<file path="src/prescaler_consts.svh">
/* constants for the DAC prescaler: sample and lane geometry, scale format,
   reset scale, configuration word width and register addresses */
`ifndef PRESCALER_CONSTS_SVH
`define PRESCALER_CONSTS_SVH

// each beat carries LANES signed samples of SAMPLE_WIDTH bits
`define SAMPLE_WIDTH 16
`define LANES 4

// signed scale factor with SCALE_FRAC fraction bits, so it spans -2.0 to just below +2.0
`define SCALE_WIDTH 18
`define SCALE_FRAC 16

// unit gain, the scale the datapath starts with out of reset
`define SCALE_ONE (`SCALE_WIDTH'(1) << `SCALE_FRAC)

// configuration bus word and the saturating clip counter
`define CFG_WIDTH 32
`define CLIP_COUNT_WIDTH 16

// one address bit selects between the two register views
`define ADDR_SCALE 1'b0
`define ADDR_CONTROL 1'b1

`endif

</file>
<file path="src/prescaler_pkg.sv">
/* shared types of the DAC prescaler: samples, beats, scale control,
   the dual-view configuration word and the per-beat clip report */
`include "prescaler_consts.svh"

package prescaler_pkg;

  // one signed sample as it goes to the DAC
  typedef logic signed [`SAMPLE_WIDTH-1:0] sample_t;

  // all lanes of one stream beat, lane 0 in the low bits
  typedef struct packed {
    sample_t [`LANES-1:0] lane;
  } beat_t;

  // signed fixed-point gain
  typedef logic signed [`SCALE_WIDTH-1:0] scale_t;

  // what the datapath needs from the register block, sampled with every beat
  typedef struct packed {
    scale_t scale;
    logic   bypass;
  } scaler_ctrl_t;

  // the same configuration word read as a scale or as control bits,
  // depending on the address it is written to
  typedef union packed {
    struct packed {
      logic [`CFG_WIDTH-`SCALE_WIDTH-1:0] pad;
      scale_t                             scale;
    } scale_view;
    struct packed {
      logic [`CFG_WIDTH-3:0] pad;
      logic                  clear_clips;
      logic                  bypass;
    } ctrl_view;
  } cfg_word_u;

  // wide enough to count every lane of a beat as clipped
  typedef logic [$clog2(`LANES + 1)-1:0] clip_lanes_t;

  // strobe marks an output transfer, count gives its clipped lanes
  typedef struct packed {
    logic        strobe;
    clip_lanes_t count;
  } clip_report_t;

endpackage

</file>
<file path="src/scale_regs.sv">
/* configuration registers of the DAC prescaler: scale and bypass
   registers, saturating clip counter and the combinational readback */
`timescale 1ns/1ps
`include "prescaler_consts.svh"

module scale_regs (
  input  logic                        clk,
  input  logic                        reset,
  input  logic                        cfg_write,
  input  logic                        cfg_addr,
  input  prescaler_pkg::cfg_word_u    cfg_write_data,
  input  prescaler_pkg::clip_report_t clip_report,
  output prescaler_pkg::cfg_word_u    cfg_read_data,
  output prescaler_pkg::scaler_ctrl_t scaler_ctrl,
  output logic [`CLIP_COUNT_WIDTH-1:0] clip_count
);
  import prescaler_pkg::*;

  scale_t scale_reg;
  logic   bypass_reg;

  // decoded write strobes, one per register view
  logic write_scale;
  logic write_ctrl;
  logic clear_clips;

  // one extra bit catches the carry out of the counter
  logic [`CLIP_COUNT_WIDTH:0] count_sum;

  // the address picks which view of the union the write is decoded through
  assign write_scale = cfg_write && (cfg_addr == `ADDR_SCALE);
  assign write_ctrl  = cfg_write && (cfg_addr == `ADDR_CONTROL);

  // clearing is a one-shot command carried in the control word, it is not stored
  assign clear_clips = write_ctrl && cfg_write_data.ctrl_view.clear_clips;

  always_ff @(posedge clk) begin
    if (reset) begin
      scale_reg  <= `SCALE_ONE;
      bypass_reg <= 1'b0;
    end else begin
      if (write_scale) begin
        scale_reg <= cfg_write_data.scale_view.scale;
      end
      if (write_ctrl) begin
        bypass_reg <= cfg_write_data.ctrl_view.bypass;
      end
    end
  end

  // the scaler samples this level together with every beat it accepts
  assign scaler_ctrl.scale  = scale_reg;
  assign scaler_ctrl.bypass = bypass_reg;

  assign count_sum = {1'b0, clip_count} + (`CLIP_COUNT_WIDTH + 1)'(clip_report.count);

  // the counter sticks at all ones rather than wrapping back to a small value
  always_ff @(posedge clk) begin
    if (reset) begin
      clip_count <= '0;
    end else if (clear_clips) begin
      // a clear wins over an increment in the same cycle
      clip_count <= '0;
    end else if (clip_report.strobe) begin
      if (count_sum[`CLIP_COUNT_WIDTH]) begin
        clip_count <= '1;
      end else begin
        clip_count <= count_sum[`CLIP_COUNT_WIDTH-1:0];
      end
    end
  end

  // readback follows the address combinationally, unused bits read as zero
  always_comb begin
    cfg_read_data = '0;
    if (cfg_addr == `ADDR_SCALE) begin
      cfg_read_data.scale_view.scale = scale_reg;
    end else begin
      cfg_read_data.ctrl_view.bypass = bypass_reg;
    end
  end

  // the counter only ever moves up unless it was cleared or reset on the previous edge
  property p_count_monotonic;
    @(posedge clk) disable iff (reset)
      !$past(reset) && !$past(clear_clips) |-> clip_count >= $past(clip_count);
  endproperty

  a_count_monotonic: assert property (p_count_monotonic)
    else $error("clip_count decreased without a clear");

endmodule

</file>
<file path="src/sample_scaler.sv">
/* two-stage DAC sample scaler: per-lane signed multiply, floor, saturation
   and clip flags, with valid/ready stalling across the whole pipeline */
`timescale 1ns/1ps
`include "prescaler_consts.svh"

module sample_scaler (
  input  logic                        clk,
  input  logic                        reset,
  input  prescaler_pkg::scaler_ctrl_t scaler_ctrl,
  input  prescaler_pkg::beat_t        in_beat,
  input  logic                        in_valid,
  output logic                        in_ready,
  output prescaler_pkg::beat_t        out_beat,
  output logic                        out_valid,
  input  logic                        out_ready,
  output prescaler_pkg::clip_report_t clip_report
);
  import prescaler_pkg::*;

  // full product of a sample and the scale, no bits dropped
  localparam int PROD_WIDTH = `SAMPLE_WIDTH + `SCALE_WIDTH;

  typedef logic signed [PROD_WIDTH-1:0] product_t;

  // sample range expressed at product width for the saturation compare
  localparam product_t PROD_MAX = product_t'((2 ** (`SAMPLE_WIDTH - 1)) - 1);
  localparam product_t PROD_MIN = product_t'(-(2 ** (`SAMPLE_WIDTH - 1)));

  // both stages move on the same edge, so one condition stalls everything
  logic advance;

  // stage 1 holds the raw products and the original samples for bypass
  logic     s1_valid;
  logic     s1_bypass;
  beat_t    s1_beat;
  product_t s1_prod [`LANES];

  // stage 2 keeps which lanes were clipped in the beat on the output
  logic [`LANES-1:0] s2_clip;

  // values stage 2 loads on the next advance
  beat_t             next_beat;
  logic [`LANES-1:0] next_clip;

  // stage 2 is either empty or about to hand its beat to the output
  assign advance  = !out_valid || out_ready;
  assign in_ready = advance;

  always_ff @(posedge clk) begin
    if (reset) begin
      s1_valid  <= 1'b0;
      out_valid <= 1'b0;
    end else if (advance) begin
      s1_valid  <= in_valid;
      out_valid <= s1_valid;
    end
  end

  // payload moves with the valid bits, the control is captured with the beat
  // so a scale change never reaches beats already in flight
  always_ff @(posedge clk) begin
    if (advance) begin
      s1_beat   <= in_beat;
      s1_bypass <= scaler_ctrl.bypass;
      for (int i = 0; i < `LANES; i++) begin
        s1_prod[i] <= product_t'(in_beat.lane[i]) * product_t'(scaler_ctrl.scale);
      end
      out_beat <= next_beat;
      s2_clip  <= next_clip;
    end
  end

  // floor by arithmetic shift, then clamp to the sample range
  always_comb begin
    product_t shifted;
    next_beat = '0;
    next_clip = '0;
    shifted   = '0;
    for (int i = 0; i < `LANES; i++) begin
      // the shift drops the fraction bits and rounds toward minus infinity
      shifted = s1_prod[i] >>> `SCALE_FRAC;
      if (s1_bypass) begin
        next_beat.lane[i] = s1_beat.lane[i];
      end else if (shifted > PROD_MAX) begin
        next_beat.lane[i] = PROD_MAX[`SAMPLE_WIDTH-1:0];
        next_clip[i]      = 1'b1;
      end else if (shifted < PROD_MIN) begin
        next_beat.lane[i] = PROD_MIN[`SAMPLE_WIDTH-1:0];
        next_clip[i]      = 1'b1;
      end else begin
        next_beat.lane[i] = shifted[`SAMPLE_WIDTH-1:0];
      end
    end
  end

  // the report counts clipped lanes only for a beat that actually leaves
  always_comb begin
    clip_report.strobe = out_valid && out_ready;
    clip_report.count  = '0;
    for (int i = 0; i < `LANES; i++) begin
      clip_report.count = clip_report.count + clip_lanes_t'(s2_clip[i]);
    end
  end

  // a stalled output beat stays exactly as it was offered
  property p_beat_stable;
    @(posedge clk) disable iff (reset)
      out_valid && !out_ready |=> $stable(out_beat);
  endproperty

  // once offered, a beat is withdrawn only by a transfer
  property p_valid_held;
    @(posedge clk) disable iff (reset)
      out_valid && !out_ready |=> out_valid;
  endproperty

  a_beat_stable: assert property (p_beat_stable)
    else $error("out_beat changed while stalled");

  a_valid_held: assert property (p_valid_held)
    else $error("out_valid dropped without a transfer");

endmodule

</file>
<file path="src/dac_prescaler.sv">
/* DAC prescaler top: configuration registers beside the scaling pipeline */
`timescale 1ns/1ps
`include "prescaler_consts.svh"

module dac_prescaler (
  input  logic                         clk,
  input  logic                         reset,
  input  prescaler_pkg::beat_t         in_beat,
  input  logic                         in_valid,
  output logic                         in_ready,
  output prescaler_pkg::beat_t         out_beat,
  output logic                         out_valid,
  input  logic                         out_ready,
  input  logic                         cfg_write,
  input  logic                         cfg_addr,
  input  prescaler_pkg::cfg_word_u     cfg_write_data,
  output prescaler_pkg::cfg_word_u     cfg_read_data,
  output logic [`CLIP_COUNT_WIDTH-1:0] clip_count
);
  import prescaler_pkg::*;

  // scale and bypass level going down into the datapath
  scaler_ctrl_t scaler_ctrl;

  // clipped-lane count of each transferred beat coming back up
  clip_report_t clip_report;

  scale_regs scale_regs_i (
    .clk,
    .reset,
    .cfg_write,
    .cfg_addr,
    .cfg_write_data,
    .clip_report,
    .cfg_read_data,
    .scaler_ctrl,
    .clip_count
  );

  sample_scaler sample_scaler_i (
    .clk,
    .reset,
    .scaler_ctrl,
    .in_beat,
    .in_valid,
    .in_ready,
    .out_beat,
    .out_valid,
    .out_ready,
    .clip_report
  );

endmodule

</file>
<file path="config.mk">
export PLATFORM = sky130hd
export DESIGN_NAME = dac_prescaler
export DESIGN_NICKNAME = d
export VERILOG_FILES = /design/src/prescaler_pkg.sv /design/src/scale_regs.sv /design/src/sample_scaler.sv /design/src/dac_prescaler.sv
export VERILOG_INCLUDE_DIRS = /design/src /design/src/src
export SDC_FILE = /design/constraint.sdc
export NUM_CORES = 2
export LEC_CHECK = 0
export BUFFER_PORTS_ARGS = -buffer_cell sky130_fd_sc_hd__buf_2
export CORE_MARGIN = 4
export CORE_UTILIZATION = 38
export DETAILED_ROUTE_END_ITERATION = 8
export PLACE_DENSITY = 0.6
export SLEW_MARGIN = 20
export SYNTH_ARGS = -nofsm -noshare
export SYNTH_HDL_FRONTEND = slang
export SYNTH_SLANG_ARGS = --single-unit
</file>
<file path="constraint.sdc">
create_clock -name clk -period 16.6 [get_ports clk]
set_input_delay 3.32 -clock clk [delete_from_list [all_inputs] [get_ports clk]]
set_output_delay 3.32 -clock clk [all_outputs]
set_load 0.05 [all_outputs]
</file>
==> out/qor.csv <==
stage,metric,value,unit
power_and_ir_drop,Sequential Power Share,19.7,%
synth,Synth Area in Simple Gates,14.6,%
grt,first-pass GRT wire length,205000,um
routing,DRT Wirelength,123000,um
sta,Worst-Margin Slew,1210,ps
sta,min cycle time layout,9540,ps
sta,RSZ-0062 raised after global routing,no,
setup_path,CP max FO,19,
synth,top post-synthesis cells by area,"fa_1 (46%), edfxtp_1 (12%), inv_1 (9.4%)",
floorplan,Die ar.,139000,um2
cells_and_area,Layout Cell Area excl Fill,54000,um2
floorplan,Initial Util,38.4,%
synth,mux contribution to synthesized area,0.151,%
cells_and_area,storage element area,6920,um2
job,max_cap viols,0,
worst_hold_path,hold path start,sample_scaler_i.s1_valid,
setup_path,reg-to-reg startpoint,scale_regs_i.scale_reg[13],
sta,fmax,105,MHz
clock_network,CTS root buf,clkbuf_16,
clock_network,hold-fix buffers at CTS,0,
place,area post-placement,53100,um2
sta,max-slew violations,0,
outcome,status,completed,
floorplan,Core Area,132000,um2
place,routability cong.,0.825,
routing,vias per std cell,4.84,
cells_and_area,final core occ,41.0,%
synth,Synth cell types,63,
setup_path,Critical Path Source Type,primary input,
clock_network,CTS sink cnt,242,
synth,Syn Inst Count,5279,
synth,post-synthesis compound-gate area fraction,4.18,%
power_and_ir_drop,power share of the combinational group,69.4,%
routing,vias,34200,
synth,top-area cell type share of the netlist area,45.7,%
sta,relative slew slack,18.5,%
synth,largest family of logic cells by synthesized area,adder cells,
worst_hold_path,Worst Hold Class,register to register,
cells_and_area,fillers,13000,
clock_network,total CTS buffers,30,
sta,clock skew,25.0,ps
routing,Avg WL per Cell,17.4,um
place,Post-Place Cells,6997,
floorplan,Placement Rows,133,
cells_and_area,Largest register FFs,72,
floorplan,Die W,373,um
place,Final HPWL DP,91400,um
setup_path,FF-to-FF path depth,21,
synth,async set-reset flop share out of synthesis,0,%
clock_network,# H-tree levels,1,
synth,Post-synth EDFFs,205,
synth,sequential element share of the synthesized area,13.6,%
cells_and_area,largest reg by FF count,sample_scaler_i.s1_prod,
clock_network,CTS max path bufs,3,
cells_and_area,Post-Layout Cell Count,7053,
routing,DRC,0,
synth,adder-cell share of the synthesized area,54.0,%
power_and_ir_drop,peak supply drop,75.5,uV
synth,post-synth top area cell,fa_1,
setup_path,Critical Path Sink Type,register,
clock_network,post-cts gate resize count,0,
synth,Syn. warnings,0,
cells_and_area,multi-input logic area,38000,um2
power_and_ir_drop,P_int,2.98,mW
synth,flop and latch count out of synthesis,242,
clock_network,Post CTS Setup Buffer Count,0,
setup_path,CP peak stage delay,570,ps
place,dpl ws,6460,ps
cells_and_area,Synth-to-Final Area Change,6.60,%
setup_path,critical-path cell list,buf_2 -> nand2_1 -> fa_1 -> inv_1 -> fa_1 -> fa_1 -> fa_1 -> fa_1 -> inv_1 -> fa_1 -> inv_1 -> ha_1 -> a21o_1 -> a21o_1 -> a2111oi_0 -> a32oi_1 -> nand4_1 -> nand3b_1 -> a221oi_1 -> o21ai_0 -> xnor2_1,
synth,Main synth FF type,edfxtp_1,
synth,Syn Area/Cell,9.60,um2
setup_path,end of the critical path,sample_scaler_i.s1_prod[1][29],
sta,final hold vios,0,
cells_and_area,largest registers,"sample_scaler_i.s1_prod: 72 flops, sample_scaler_i.out_beat: 64 flops, sample_scaler_i.s1_beat: 64 flops",
floorplan,Ports,216,
floorplan,Die Height,373,um
routing,drt first pass iters,5,
synth,Post-Synth XOR/XNOR Area,1.85,%
power_and_ir_drop,Clock Power Share,10.9,%
synth,mapped cell area,50700,um2
setup_path,"Arr. time, crit path",9870,ps
sta,worst setup margin,7060,ps
grt,largest net degree at the start of global routing,79,
grt,vias in the first global route,37800,
setup_path,r2r endpoint,sample_scaler_i.s1_prod[1][29],
setup_path,"Worst Path Class, Setup",primary input to register,
cells_and_area,layout cell share with drive strength beyond 1,5.66,%
sta,Post-Route Setup TNS,0,ps
setup_path,Critical Path RT,16930,ps
sta,final worst-path cycle share,57.4,%
place,PortBufs,187,
setup_path,Critical path origin,in_beat[23],
setup_path,"Slowest-stage cell, CP",fa_1,
power_and_ir_drop,Power Density,107,nW/um2
cells_and_area,final layout net count,6872,
setup_path,"most used cell, CP",fa_1,
grt,GRT Util Overall,18.2,%
grt,gr ovfl total,0,
routing,antenna-violating nets left,0,
sta,Setup-failing EPs final,0,
power_and_ir_drop,net load switching power,2.80,mW
power_and_ir_drop,sw frac,48.5,%
clock_network,clk_lat worst skew,610,ps
clock_network,Worst-path clk slew,60,ps
routing,drt initial violations,1693,
clock_network,CTS tree,yes,
setup_path,R2R Setup Slk,8530,ps
grt,initial antenna violation count,6,
power_and_ir_drop,leak pwr,27.0,nW
==> logic make-up (layout without fill, tap and decap cells) <==
kind of cell / count (synthesis) / after routing
flops: 242 / 242
mux: 7 / 7
xor+xnor: 107 / 107
buf+inv: 1545 / 1549
simple gates: 1529 / 1529
compound gates: 353 / 353
other cells: 1 / 16
fa+ha+maj: 1495 / 1495
==> synthesized netlist by cell type (all sizes together), types with 22 or more instances <==
cell type / count
a21o: 33
a21oi: 73
and2: 534
and3: 22
buf: 25
clkbuf: 246
dfxtp: 37
edfxtp: 205
fa: 1158
ha: 337
inv: 1274
nand2: 709
nand2b: 25
nor2: 132
nor2b: 22
nor3: 27
o21ai: 165
xnor2: 83
xor2: 24
==> routing by layer <==
layer / vias up / wire [um] / GRT usage [%]
li1: 15500 / - / -
met1: 17900 / 54700 / 25.1
met4: 4 / 2070 / 3.19
met5: - / 22 / 0
met2: 678 / 60500 / 31.5
met3: 113 / 5500 / 2.01
==> metrics by stage <==
stage | power [mW] | hold slack [ps]
after floorplan | 4.22 | 424
after global placement | 5.14 | 441
after detailed placement | 5.20 | 446
after CTS | 5.88 | 456
after global routing | 6.45 | 471
final | 5.78 | 453
==> how the worst min path moves through the flow <==
stage                           endpoint  depth (start not counted)
2_1_floorplan  sample_scaler_i.s1_bypass                          0
3_3_place_gp   sample_scaler_i.out_valid                          2
3_5_place_dp   sample_scaler_i.out_valid                          2
4_1_cts        sample_scaler_i.out_valid                          2
5_1_grt        sample_scaler_i.out_valid                          2
6_report       sample_scaler_i.out_valid                          2
==> worst max-delay path, delay by kind of cell <==
kind,cells,cell delay [ps]
AND/OR/NAND/NOR,3,610
adder cells (fa/ha/maj),7,3380
AO/OA/AOI/OAI,6,1820
XOR/XNOR,1,160
buffers and inverters,4,580
==> layout make-up <==
type,count,share of cell area [%]
well taps,1755,4.06
diodes,2,0.00926
repair buffers,222,2.23
clock inverters,20,0.262
flip-flops and latches,242,12.8
multi-input cells,3505,70.3
inverters,1274,8.85
clock buffers,33,1.45
==> power groups by stage <==
stage               clock, mW  sequential [mW]  combinational [mW]
detailed placement          0             1.16                4.05
global route            0.679             1.16                4.61
floorplan                   0             1.41                2.81
global placement            0             1.16                3.98
CTS                     0.658             1.15                4.07
finish                  0.629             1.14                4.01
==> cell usage in the layout (no fill, tap or decap), drive strengths merged, types with 5 or more instances in the layout <==
cell type / synthesis / routed
clkbuf: 246 / 33
and2: 534 / 534
inv: 1274 / 1278
buf: 25 / 222
fa: 1158 / 1158
nand2: 709 / 709
o2111ai: 5 / 5
and3: 22 / 22
nor2b: 22 / 22
nand2b: 25 / 25
o21a: 13 / 13
conb: 1 / 14
clkinv: 0 / 13
a31oi: 10 / 10
a21o: 33 / 33
nand3: 21 / 21
o211ai: 6 / 6
dfxtp: 37 / 37
edfxtp: 205 / 205
xnor2: 83 / 83
o21ai: 165 / 165
a211oi: 9 / 9
or3: 5 / 5
ha: 337 / 337
xor2: 24 / 24
nor3: 27 / 27
mux2: 5 / 5
nor2: 132 / 132
a21oi: 73 / 73
nand4: 19 / 19
(Power assumes the default switching activity.)
